`config.mk`:
```
export PLATFORM = sky130hd
export DESIGN_NAME = app_shell_top
export DESIGN_NICKNAME = d
export VERILOG_FILES = /design/src/rtl/softreg_pkg.sv /design/src/rtl/softreg_req_if.sv /design/src/rtl/app_shell_top.sv /design/src/rtl/axil_softreg_bridge.sv /design/src/rtl/resp_or_tree.sv /design/src/rtl/scratch_app.sv /design/src/rtl/stage_pipe.sv
export SDC_FILE = /design/constraint.sdc
export NUM_CORES = 1
export LEC_CHECK = 0
export ABC_AREA = 1
export BUFFER_PORTS_ARGS = -buffer_cell sky130_fd_sc_hd__buf_2
export CAP_MARGIN = 10
export CORE_MARGIN = 2
export CORE_UTILIZATION = 60
export CTS_BUF_LIST = sky130_fd_sc_hd__clkbuf_4 sky130_fd_sc_hd__clkbuf_8
export CTS_CLUSTER_DIAMETER = 40
export DETAILED_ROUTE_END_ITERATION = 10
export GPL_ROUTABILITY_DRIVEN = 1
export PLACE_DENSITY = 0.84
export SLEW_MARGIN = 20
export SYNTH_ARGS = -nofsm -noshare
export SYNTH_HDL_FRONTEND = slang
export SYNTH_SLANG_ARGS = --single-unit
```
`constraint.sdc`:
```
create_clock -name global_clk -period 9.2 [get_ports global_clk]
set_input_delay 0.92 -clock global_clk [delete_from_list [all_inputs] [get_ports global_clk]]
set_output_delay 0.92 -clock global_clk [all_outputs]
set_load 0.01 [all_outputs]
```
`src/rtl/softreg_pkg.sv`:
```
package softreg_pkg;

	// ----------------------------------------
	// Widths
	// ----------------------------------------
	localparam int SR_ADDR_W = 32;
	localparam int SR_DATA_W = 32;

	// Valid, opcode, address and data of one request
	localparam int SR_REQ_W = 1 + 1 + SR_ADDR_W + SR_DATA_W;

	// ----------------------------------------
	// Address map
	// ----------------------------------------
	localparam int NUM_APPS     = 4;
	localparam int REGS_PER_APP = 4;
	localparam int APP_SEL_LSB  = 4;
	localparam int APP_SEL_W    = $clog2(NUM_APPS);
	localparam int REG_IDX_LSB  = 2;
	localparam int REG_IDX_W    = $clog2(REGS_PER_APP);

	// Register pipes around the application side
	localparam int REQ_PIPE_STAGES  = 2;
	localparam int RESP_PIPE_STAGES = 2;

	localparam logic [1:0] AXI_RESP_OKAY = 2'b00;

	typedef enum logic {
		SR_OP_WRITE,
		SR_OP_READ
	} sr_op_t;

	typedef enum logic [2:0] {
		ST_IDLE,
		ST_ISSUE_WR,
		ST_WR_RESP,
		ST_ISSUE_RD,
		ST_WAIT_RD,
		ST_RD_RESP
	} bridge_state_t;

	// All zeros except for a read answer, so responses merge by OR
	typedef struct packed {
		logic                 valid;
		logic [SR_DATA_W-1:0] data;
	} sr_resp_t;

endpackage

```
`src/rtl/softreg_req_if.sv`:
```
`timescale 1ns/1ns

interface softreg_req_if;
	import softreg_pkg::*;

	// No grant signal; a request lives for exactly the cycles valid is high
	logic                 valid;
	sr_op_t               op;
	logic [SR_ADDR_W-1:0] addr;
	logic [SR_DATA_W-1:0] data;

	modport issuer (
		output valid,
		output op,
		output addr,
		output data
	);

	modport receiver (
		input valid,
		input op,
		input addr,
		input data
	);

endinterface

```
`src/rtl/app_shell_top.sv`:
```
`timescale 1ns/1ns

module app_shell_top (
	input  logic                                global_clk,
	input  logic                                global_rst_n,

	input  logic                                awvalid,
	input  logic [softreg_pkg::SR_ADDR_W-1:0]   awaddr,
	output logic                                awready,
	input  logic                                wvalid,
	input  logic [softreg_pkg::SR_DATA_W-1:0]   wdata,
	input  logic [softreg_pkg::SR_DATA_W/8-1:0] wstrb,
	output logic                                wready,
	output logic                                bvalid,
	output logic [1:0]                          bresp,
	input  logic                                bready,

	input  logic                                arvalid,
	input  logic [softreg_pkg::SR_ADDR_W-1:0]   araddr,
	output logic                                arready,
	output logic                                rvalid,
	output logic [softreg_pkg::SR_DATA_W-1:0]   rdata,
	output logic [1:0]                          rresp,
	input  logic                                rready
);
	import softreg_pkg::*;

	softreg_req_if bridge_req ();
	softreg_req_if app_req ();

	logic [SR_REQ_W-1:0] req_packed;
	logic [SR_REQ_W-1:0] req_piped;
	sr_resp_t            app_resp [NUM_APPS];
	sr_resp_t            merged_resp;
	sr_resp_t            bridge_resp;

	// ----------------------------------------
	// Host bridge
	// ----------------------------------------
	// Full-word writes only, wstrb has no effect
	axil_softreg_bridge u_bridge (
		.global_clk   (global_clk),
		.global_rst_n (global_rst_n),
		.awvalid      (awvalid),
		.awaddr       (awaddr),
		.awready      (awready),
		.wvalid       (wvalid),
		.wdata        (wdata),
		.wready       (wready),
		.bvalid       (bvalid),
		.bresp        (bresp),
		.bready       (bready),
		.arvalid      (arvalid),
		.araddr       (araddr),
		.arready      (arready),
		.rvalid       (rvalid),
		.rdata        (rdata),
		.rresp        (rresp),
		.rready       (rready),
		.req          (bridge_req),
		.resp         (bridge_resp)
	);

	// ----------------------------------------
	// Request pipe and broadcast
	// ----------------------------------------
	assign req_packed = {bridge_req.valid, bridge_req.op, bridge_req.addr, bridge_req.data};

	stage_pipe #(.WIDTH(SR_REQ_W), .STAGES(REQ_PIPE_STAGES)) u_req_pipe (
		.global_clk   (global_clk),
		.global_rst_n (global_rst_n),
		.in_bus       (req_packed),
		.out_bus      (req_piped)
	);

	assign app_req.valid = req_piped[SR_REQ_W-1];
	assign app_req.op    = sr_op_t'(req_piped[SR_REQ_W-2]);
	assign app_req.addr  = req_piped[SR_DATA_W +: SR_ADDR_W];
	assign app_req.data  = req_piped[SR_DATA_W-1:0];

	for (genvar i = 0; i < NUM_APPS; i++) begin : g_app
		scratch_app #(.APP_ID(i)) u_app (
			.global_clk   (global_clk),
			.global_rst_n (global_rst_n),
			.req          (app_req),
			.resp         (app_resp[i])
		);
	end

	// ----------------------------------------
	// Response merge and pipe
	// ----------------------------------------
	resp_or_tree u_or_tree (
		.global_clk   (global_clk),
		.global_rst_n (global_rst_n),
		.app_resp     (app_resp),
		.merged       (merged_resp)
	);

	stage_pipe #(.WIDTH($bits(sr_resp_t)), .STAGES(RESP_PIPE_STAGES)) u_resp_pipe (
		.global_clk   (global_clk),
		.global_rst_n (global_rst_n),
		.in_bus       (merged_resp),
		.out_bus      (bridge_resp)
	);

endmodule

```
`src/rtl/axil_softreg_bridge.sv`:
```
`timescale 1ns/1ns

module axil_softreg_bridge (
	input  logic                              global_clk,
	input  logic                              global_rst_n,

	// Write address and data
	input  logic                              awvalid,
	input  logic [softreg_pkg::SR_ADDR_W-1:0] awaddr,
	output logic                              awready,
	input  logic                              wvalid,
	input  logic [softreg_pkg::SR_DATA_W-1:0] wdata,
	output logic                              wready,

	// Write response
	output logic                              bvalid,
	output logic [1:0]                        bresp,
	input  logic                              bready,

	// Read address
	input  logic                              arvalid,
	input  logic [softreg_pkg::SR_ADDR_W-1:0] araddr,
	output logic                              arready,

	// Read data
	output logic                              rvalid,
	output logic [softreg_pkg::SR_DATA_W-1:0] rdata,
	output logic [1:0]                        rresp,
	input  logic                              rready,

	// Soft-register side
	softreg_req_if.issuer                     req,
	input  softreg_pkg::sr_resp_t             resp
);
	import softreg_pkg::*;

	bridge_state_t        state;
	bridge_state_t        state_nxt;
	logic                 wr_pending;
	logic                 wr_accept;
	logic                 rd_accept;
	logic [SR_ADDR_W-1:0] addr_q;
	logic [SR_DATA_W-1:0] data_q;
	logic [SR_DATA_W-1:0] rdata_q;

	// ----------------------------------------
	// Host handshakes
	// ----------------------------------------
	assign wr_pending = awvalid && wvalid;

	assign awready = (state == ST_IDLE);
	assign wready  = (state == ST_IDLE);
	// Hold off the read while a full write is on offer
	assign arready = (state == ST_IDLE) && !wr_pending;

	assign wr_accept = awready && wr_pending;
	assign rd_accept = arready && arvalid;

	assign bvalid = (state == ST_WR_RESP);
	assign bresp  = AXI_RESP_OKAY;
	assign rvalid = (state == ST_RD_RESP);
	assign rresp  = AXI_RESP_OKAY;
	assign rdata  = rdata_q;

	// ----------------------------------------
	// Request toward the applications
	// ----------------------------------------
	assign req.valid = (state == ST_ISSUE_WR) || (state == ST_ISSUE_RD);
	assign req.op    = (state == ST_ISSUE_RD) ? SR_OP_READ : SR_OP_WRITE;
	assign req.addr  = addr_q;
	assign req.data  = data_q;

	always_comb begin
		state_nxt = state;
		case (state)
			ST_IDLE: begin
				if (wr_accept) begin
					state_nxt = ST_ISSUE_WR;
				end else if (rd_accept) begin
					state_nxt = ST_ISSUE_RD;
				end
			end
			ST_ISSUE_WR: state_nxt = ST_WR_RESP;
			ST_WR_RESP: begin
				if (bready) begin
					state_nxt = ST_IDLE;
				end
			end
			ST_ISSUE_RD: state_nxt = ST_WAIT_RD;
			// Response pipe latency is fixed, just watch for valid
			ST_WAIT_RD: begin
				if (resp.valid) begin
					state_nxt = ST_RD_RESP;
				end
			end
			ST_RD_RESP: begin
				if (rready) begin
					state_nxt = ST_IDLE;
				end
			end
			default: state_nxt = ST_IDLE;
		endcase
	end

	always_ff @(posedge global_clk) begin
		if (global_rst_n) begin
			state   <= ST_IDLE;
			rdata_q <= '0;
		end else begin
			state <= state_nxt;
			if (state == ST_WAIT_RD && resp.valid) begin
				rdata_q <= resp.data;
			end
		end
	end

	// Captured access, held until the request is issued
	always_ff @(posedge global_clk) begin
		if (wr_accept) begin
			addr_q <= awaddr;
			data_q <= wdata;
		end else if (rd_accept) begin
			addr_q <= araddr;
		end
	end

endmodule

```
`src/rtl/resp_or_tree.sv`:
```
`timescale 1ns/1ns

module resp_or_tree (
	input  logic                  global_clk,
	input  logic                  global_rst_n,
	input  softreg_pkg::sr_resp_t app_resp [softreg_pkg::NUM_APPS],
	output softreg_pkg::sr_resp_t merged
);
	import softreg_pkg::*;

	sr_resp_t cap_q  [NUM_APPS];
	sr_resp_t pair_q [NUM_APPS/2];

	// ----------------------------------------
	// Capture, pair OR, final OR
	// ----------------------------------------
	always_ff @(posedge global_clk) begin
		if (global_rst_n) begin
			for (int i = 0; i < NUM_APPS; i++) begin
				cap_q[i] <= '0;
			end
			for (int i = 0; i < NUM_APPS/2; i++) begin
				pair_q[i] <= '0;
			end
			merged <= '0;
		end else begin
			for (int i = 0; i < NUM_APPS; i++) begin
				cap_q[i] <= app_resp[i];
			end
			// At most one application answers, so OR is a clean mux
			for (int i = 0; i < NUM_APPS/2; i++) begin
				pair_q[i] <= cap_q[2*i] | cap_q[2*i+1];
			end
			merged <= pair_q[0] | pair_q[1];
		end
	end

endmodule

```
`src/rtl/scratch_app.sv`:
```
`timescale 1ns/1ns

module scratch_app #(
	parameter int APP_ID = 0
) (
	input  logic                  global_clk,
	input  logic                  global_rst_n,
	softreg_req_if.receiver       req,
	output softreg_pkg::sr_resp_t resp
);
	import softreg_pkg::*;

	logic [SR_DATA_W-1:0] regs_q [REGS_PER_APP];
	logic [APP_SEL_W-1:0] app_sel;
	logic [REG_IDX_W-1:0] reg_idx;
	logic                 hit;

	// Every request is broadcast, only the own slot is decoded
	assign app_sel = req.addr[APP_SEL_LSB +: APP_SEL_W];
	assign reg_idx = req.addr[REG_IDX_LSB +: REG_IDX_W];
	assign hit     = req.valid && (app_sel == APP_SEL_W'(APP_ID));

	always_ff @(posedge global_clk) begin
		if (global_rst_n) begin
			for (int i = 0; i < REGS_PER_APP; i++) begin
				regs_q[i] <= '0;
			end
			resp <= '0;
		end else begin
			if (hit && req.op == SR_OP_WRITE) begin
				regs_q[reg_idx] <= req.data;
			end
			// Idle cycles answer with zeros for the OR merge
			if (hit && req.op == SR_OP_READ) begin
				resp.valid <= 1'b1;
				resp.data  <= regs_q[reg_idx];
			end else begin
				resp <= '0;
			end
		end
	end

endmodule

```
`src/rtl/stage_pipe.sv`:
```
`timescale 1ns/1ns

module stage_pipe #(
	parameter int WIDTH  = 1,
	parameter int STAGES = 2
) (
	input  logic             global_clk,
	input  logic             global_rst_n,
	input  logic [WIDTH-1:0] in_bus,
	output logic [WIDTH-1:0] out_bus
);

	logic [WIDTH-1:0] stage_q [STAGES];

	always_ff @(posedge global_clk) begin
		if (global_rst_n) begin
			for (int i = 0; i < STAGES; i++) begin
				stage_q[i] <= '0;
			end
		end else begin
			stage_q[0] <= in_bus;
			// Shift toward the output
			for (int i = 1; i < STAGES; i++) begin
				stage_q[i] <= stage_q[i-1];
			end
		end
	end

	assign out_bus = stage_q[STAGES-1];

endmodule

```
# Yosys cells after proc, flatten, opt, wreduce, memory -nomap -nowiden

Memory sizes are Yosys's and may differ from the RTL's.
Index checks and enable logic that the tools add are counted.

Register bits: 264
Memories: 8
Input bits: 107
Memory bits (writable): 908

Equal/unequal tests: 12
Muxes and demuxes: 50
Reductions and logical operators: 31
Bitwise operators: 18

Memories:

| name                  | depth | width | rd ports | clocked after Yosys merged registers in | wr ports | line               | text |
|---|---|---|---|---|---|---|---|
| u_or_tree.cap_q       | 4     | 33    | 4        | 0                                       | 4        | resp_or_tree.sv:11 | `sr_resp_t cap_q [NUM_APPS];` |
| u_req_pipe.stage_q    | 2     | 66    | 2        | 0                                       | 2        | stage_pipe.sv:13   | `logic [WIDTH-1:0] stage_q [STAGES];` |
| g_app[0].u_app.regs_q | 4     | 32    | 1        | 0                                       | 4        | scratch_app.sv:13  | `logic [SR_DATA_W-1:0] regs_q [REGS_PER_APP];` |
| g_app[1].u_app.regs_q | 4     | 32    | 1        | 0                                       | 4        | scratch_app.sv:13  |  |
| g_app[2].u_app.regs_q | 4     | 32    | 1        | 0                                       | 4        | scratch_app.sv:13  |  |
| g_app[3].u_app.regs_q | 4     | 32    | 1        | 0                                       | 4        | scratch_app.sv:13  |  |
| +2 memories           | --    | --    | --       | --                                      | --       | --                 |  |

Operator list:

| cell                                                 | count |
|---|---|
| 2-to-1 mux 33 bit                                    | 12 |
| 2-to-1 mux 32 bit                                    | 6 |
| 2-to-1 mux 66 bit                                    | 2 |
| OR reduction 32 bit                                  | 4 |
| bitwise OR 33 bit                                    | 3 |
| 2-to-1 mux 1 bit                                     | 20 |
| one-hot mux 3 bit (6 select lines)                   | 1 |
| logical AND 1 bit                                    | 17 |
| 2-to-1 mux 3 bit                                     | 5 |
| bitwise OR 1 bit                                     | 10 |
| 2-to-1 mux 2 bit                                     | 4 |
| OR reduction 2 bit                                   | 4 |
| equality test 3 x 2 -> 1 bit (second input constant) | 2 |
| equality test 3 bit (second input constant)          | 2 |
| != test 2 x 1 -> 1 bit (second input constant)       | 3 |
| inverter 1 bit                                       | 5 |
| equality test 2 bit (second input constant)          | 2 |
| AND reduction 4 bit                                  | 1 |
| equality test 3 x 1 -> 1 bit (second input constant) | 1 |
| zero test 3 bit                                      | 1 |
| != test 3 bit (second input constant)                | 1 |
| equality test 2 x 1 -> 1 bit (second input constant) | 1 |
| zero test 2 bit                                      | 1 |
| nonzero test 2 bit                                   | 1 |
| 2 further kinds                                      | 2 |

# Logic depth before layout (Yosys ltp)

An unclocked memory read counts as a cell.

Depth after elaboration: 9
Mapped depth: 8

# Modules after synthesis

From an unflattened synthesis, not the netlist that was laid out.

Cells, all modules: 4259
Area, all modules: 43634.3 um^2

Modules (own cells, without submodules):

| module                        | instances | area an instance (um^2) | cells each |
|---|---|---|---|
| scratch_app at g_app[1].u_app | 1         | 6718.9                  | 614 |
| scratch_app at g_app[0].u_app | 1         | 6703.9                  | 600 |
| scratch_app at g_app[2].u_app | 1         | 6676.4                  | 611 |
| resp_or_tree                  | 1         | 6651.4                  | 719 |
| scratch_app at g_app[3].u_app | 1         | 6570.1                  | 630 |
| stage_pipe at u_req_pipe      | 1         | 4260.3                  | 477 |
| axil_softreg_bridge           | 1         | 3926.3                  | 370 |
| stage_pipe at u_resp_pipe     | 1         | 2127.0                  | 238 |

# Worst setup path after synthesis

No wires, ideal clock.

Path kind: input-to-reg
From: in global_rst_n
To: mem g_app[2].u_app.regs_q[1][0] (enable)
Stages on the path: 5
Path slack: 5.017 ns
Library setup time: 0.466 ns
Required time: 8.734 ns
Data arrival time: 3.718 ns
Cells stage by stage: buf_2 -> clkinv_1 -> nand2_1 -> buf_2 -> o21ai_0

RTL lines:

| item        | line               | text |
|---|---|---|
| from (decl) | app_shell_top.sv:5 | `input logic global_rst_n,` |
| to (decl)   | scratch_app.sv:13  |  |

==> run_results.csv <==
group,metric,value,unit
run_status,outcome,"completed",
die,die_x,257,µm
sta,skew,38.7,ps
placed_design,dp.cells,4452,
die,coreArea,63100,µm²
setup_path,path_max_fanout,105,
pwr,vdd_drop_max,143,µV
sta,setup_viol,0,
clock_tree,cts_resized,0,
die,start_util,0.607,
clock_tree,htreeDepth,4,
setup_path,cpLargestDelayFamily,"buffers and inverters",
sta,max-slew-margin-rel,0.199,
route,drt-total-wl,81600,µm
grt,antenna_found_initial,2,
sta,fin_ws,5250,ps
clock_tree,cts_hold_buf,0,
clock_tree,post_cts_buffers,0,
setup_path,cp_num_buf_inv,5,
clock_tree,cts-buffers-inserted,163,
synth,synth_area_per_cell,10.3,µm²
cells_and_area,fin_nets,3879,
route,initialDrtViolationCount,3075,
placed_design,gp_congestion,0.776,
run,max-cap-violations,0,
die,die_h,257,µm
synth,yosys_warnings,0,
setup_path,endpoint_kind,"flip-flop",
synth,yosysTopAreaCell,"edfxtp_1",
setup_path,critical_path_required,9730,ps
route,drc,0,
route,firstDrtPassIters,6,
setup_path,worstSetupPathType,"in -> reg",
sta,hold_violations,0,
route,routed-via-count,25400,
setup_path,worstSetupStartpointType,"input port",
die,io_pins,148,
synth,syn_inst,3735,
sta,timing.final.crit_period,3950,ps
placed_design,numPortBuffers,83,
sta,rsz0062_at_grt,"no",
cells_and_area,drive_gt1_frac,0.117,
clock_tree,path_clk_slew,60,ps
clock_tree,clk_latency,830,ps
cells_and_area,fill_cells,4373,
clock_tree,clock_sinks,1088,
cells_and_area,final_cell_count_no_fill,4762,
synth,yosysTopAreaCellShare,0.430,
sta,drv_slew,0,
pwr,p_leak,15.7,nW
grt,grt_pass1_vias,24900,
sta,holdWs,281,ps
sta,worstMarginPinSlew,1200,ps
placed_design,pre_cts_slack,4470,ps
cells_and_area,fin_area,42600,µm²
hold_path,min_path_type,"in -> reg",
setup_path,cpMostUsedCell,"buf_4",
setup_path,cp_cell_sequence,"buf_8 > inv_2 > buf_4 > nand3_2 > buf_4 > nor2_2 > nand2_2 > nand2_1 > buf_4",
grt,grt_pass1_wl,128000,µm
setup_path,critPathMaxStageDelay,640,ps
pwr,powerDensity,235,nW/µm²
synth,synth.distinct_cells,28,
grt,grt_use_total,0.248,
synth,synth-seq-cells,1088,
synth,seq_area_frac_synth,0.712,
clock_tree,cts_tree,"done",
synth,synth_area,38300,µm²
setup_path,reg2reg_slack,5550,ps
sta,final.period_utilization,0.430,
sta,clock.fmax,253,MHz
placed_design,placed_cell_area,39000,µm²
clock_tree,clk_path_buf_depth,3,
grt,grt_overflow_total,0,
route,antenna_left,0,
grt,grt_start_max_net_pins,206,
sta,setup_tns,0,ps
clock_tree,cts_root_buffer,"clkbuf_8",
setup_path,critical-path-slowest-cell,"nand2_2",
synth,netlist_top_cells_area,"edfxtp_1 43%, dfxtp_1 28%, nor2_1 14%",
die,dieArea,65900,µm²
placed_design,hpwl,44600,µm
route,avgViaCountPerCell,5.34,
route,wl_per_cell,17.1,µm
cells_and_area,syn_to_final_growth,11.1,%
setup_path,critPathArrivalTime,4480,ps
die,rows,92,
cell usage in the layout (no fill, tap or decap), types with 2 or more instances in the layout:
| master | count |
|---|---|
| a21oi_1 | 163 |
| o21ai_2 | 4 |
| nor2_1 | 1386 |
| dfxtp_4 | 2 |
| inv_8 | 3 |
| clkinv_2 | 8 |
| nor2_4 | 2 |
| mux2_2 | 4 |
| clkinvlp_4 | 5 |
| conb_1 | 4 |
| o31ai_4 | 3 |
| buf_2 | 82 |
| nand2_1 | 20 |
| nand2_2 | 9 |
| nor3_1 | 130 |
| nor2_2 | 4 |
| o21ai_1 | 29 |
| nand3_1 | 7 |
| o21ai_0 | 260 |
| clkbuf_4 | 76 |
| nand3_2 | 3 |
| nand4_1 | 2 |
| dfxtp_1 | 538 |
| buf_4 | 39 |
| inv_6 | 10 |
| inv_4 | 2 |
| edfxtp_1 | 548 |
| inv_1 | 357 |
| clkbuf_8 | 194 |
| clkinv_1 | 11 |
cell type report:
type                       instances  area, µm²  share of cell area
inverter                         361       1370              0.0322
clock buffer                     270       3240              0.0761
antenna                            1       2.50           0.0000588
clock inverter                    38        273             0.00641
multi-input combinational       2034       8570               0.201
sequential                      1088      27300               0.641
timing repair buffer             124        766              0.0180
tap                              846       1060              0.0249
worst reg2reg max path, delay by kind of cell (launching register included):
kind	cells	cell delay (ps)
buffers and inverters	5	1950
flip-flops	1	610
AO/OA/AOI/OAI	1	450
AND/OR/NAND/NOR	1	220
cells by family (layout without fill, tap and decap cells):
| family | count (synthesis) | count (layout) | synth area share |
|---|---|---|---|
| flops | 1088 | 1088 | 0.712 |
| buf+inv | 616 | 793 | 0.0670 |
| simple gates | 1565 | 1565 | 0.159 |
| compound gates | 461 | 461 | 0.0605 |
| mux | 4 | 4 | 0.00118 |
| other cells | 1 | 5 | 0.0000979 |
cell usage after synthesis (all sizes together):
master	count
a21oi	163
buf	127
clkbuf	128
clkinv	1
conb	1
dfxtp	540
edfxtp	548
inv	360
mux2	4
nand2	29
nand3	10
nand3b	1
nand4	2
nor2	1392
nor3	131
o211ai	1
o21ai	294
o31ai	3
per-stage QoR:
step | total power, W | utilization
after detailed placement | 0.00600 | 0.618
after CTS | 0.0100 | 0.674
final | 0.00998 | 0.675
after global routing | 0.0103 | 0.675
after global placement | 0.00597 | 0.618
after floorplan | 0.00582 | -
path summary, 6_finish.rpt:
path | startpoint | end | depth (start not counted)
setup reg to reg | u_req_pipe.stage_q[0][100] | g_app[0].u_app.regs_q[1][12] | 7
setup / recovery | global_rst_n | g_app[1].u_app.regs_q[0][27] | 9
hold reg to reg | u_resp_pipe.stage_q[0][4] | u_resp_pipe.stage_q[0][37] | 2
hold / removal | wdata[6] | u_bridge.req.data[6] | 1
flip-flops by register name, indices dropped and copies added, names as in the netlist, 33 cells and up:
| name | flops |
|---|---|
| u_or_tree.cap_q | 132 |
| g_app.u_app.resp | 132 |
| u_resp_pipe.stage_q | 66 |
| u_req_pipe.stage_q | 76 |
| g_app.u_app.regs_q | 512 |
| u_or_tree.merged | 33 |
| u_or_tree.pair_q | 66 |
power by group:
part | switching (W) | internal [W]
registers | 0.0000517 | 0.00523
clock network | 0.00180 | 0.00227
logic | 0.000487 | 0.000143
metal layers:
| metal | share of wire | global-route usage |
|---|---|---|
| met1 | 0.39 | 0.326 |
| met2 | 0.47 | 0.391 |
| met3 | 0.11 | 0.0673 |
| met4 | 0.022 | 0.102 |
| met5 | 0 | 0 |
No activity file was read; power rests on OpenSTA's default activity.
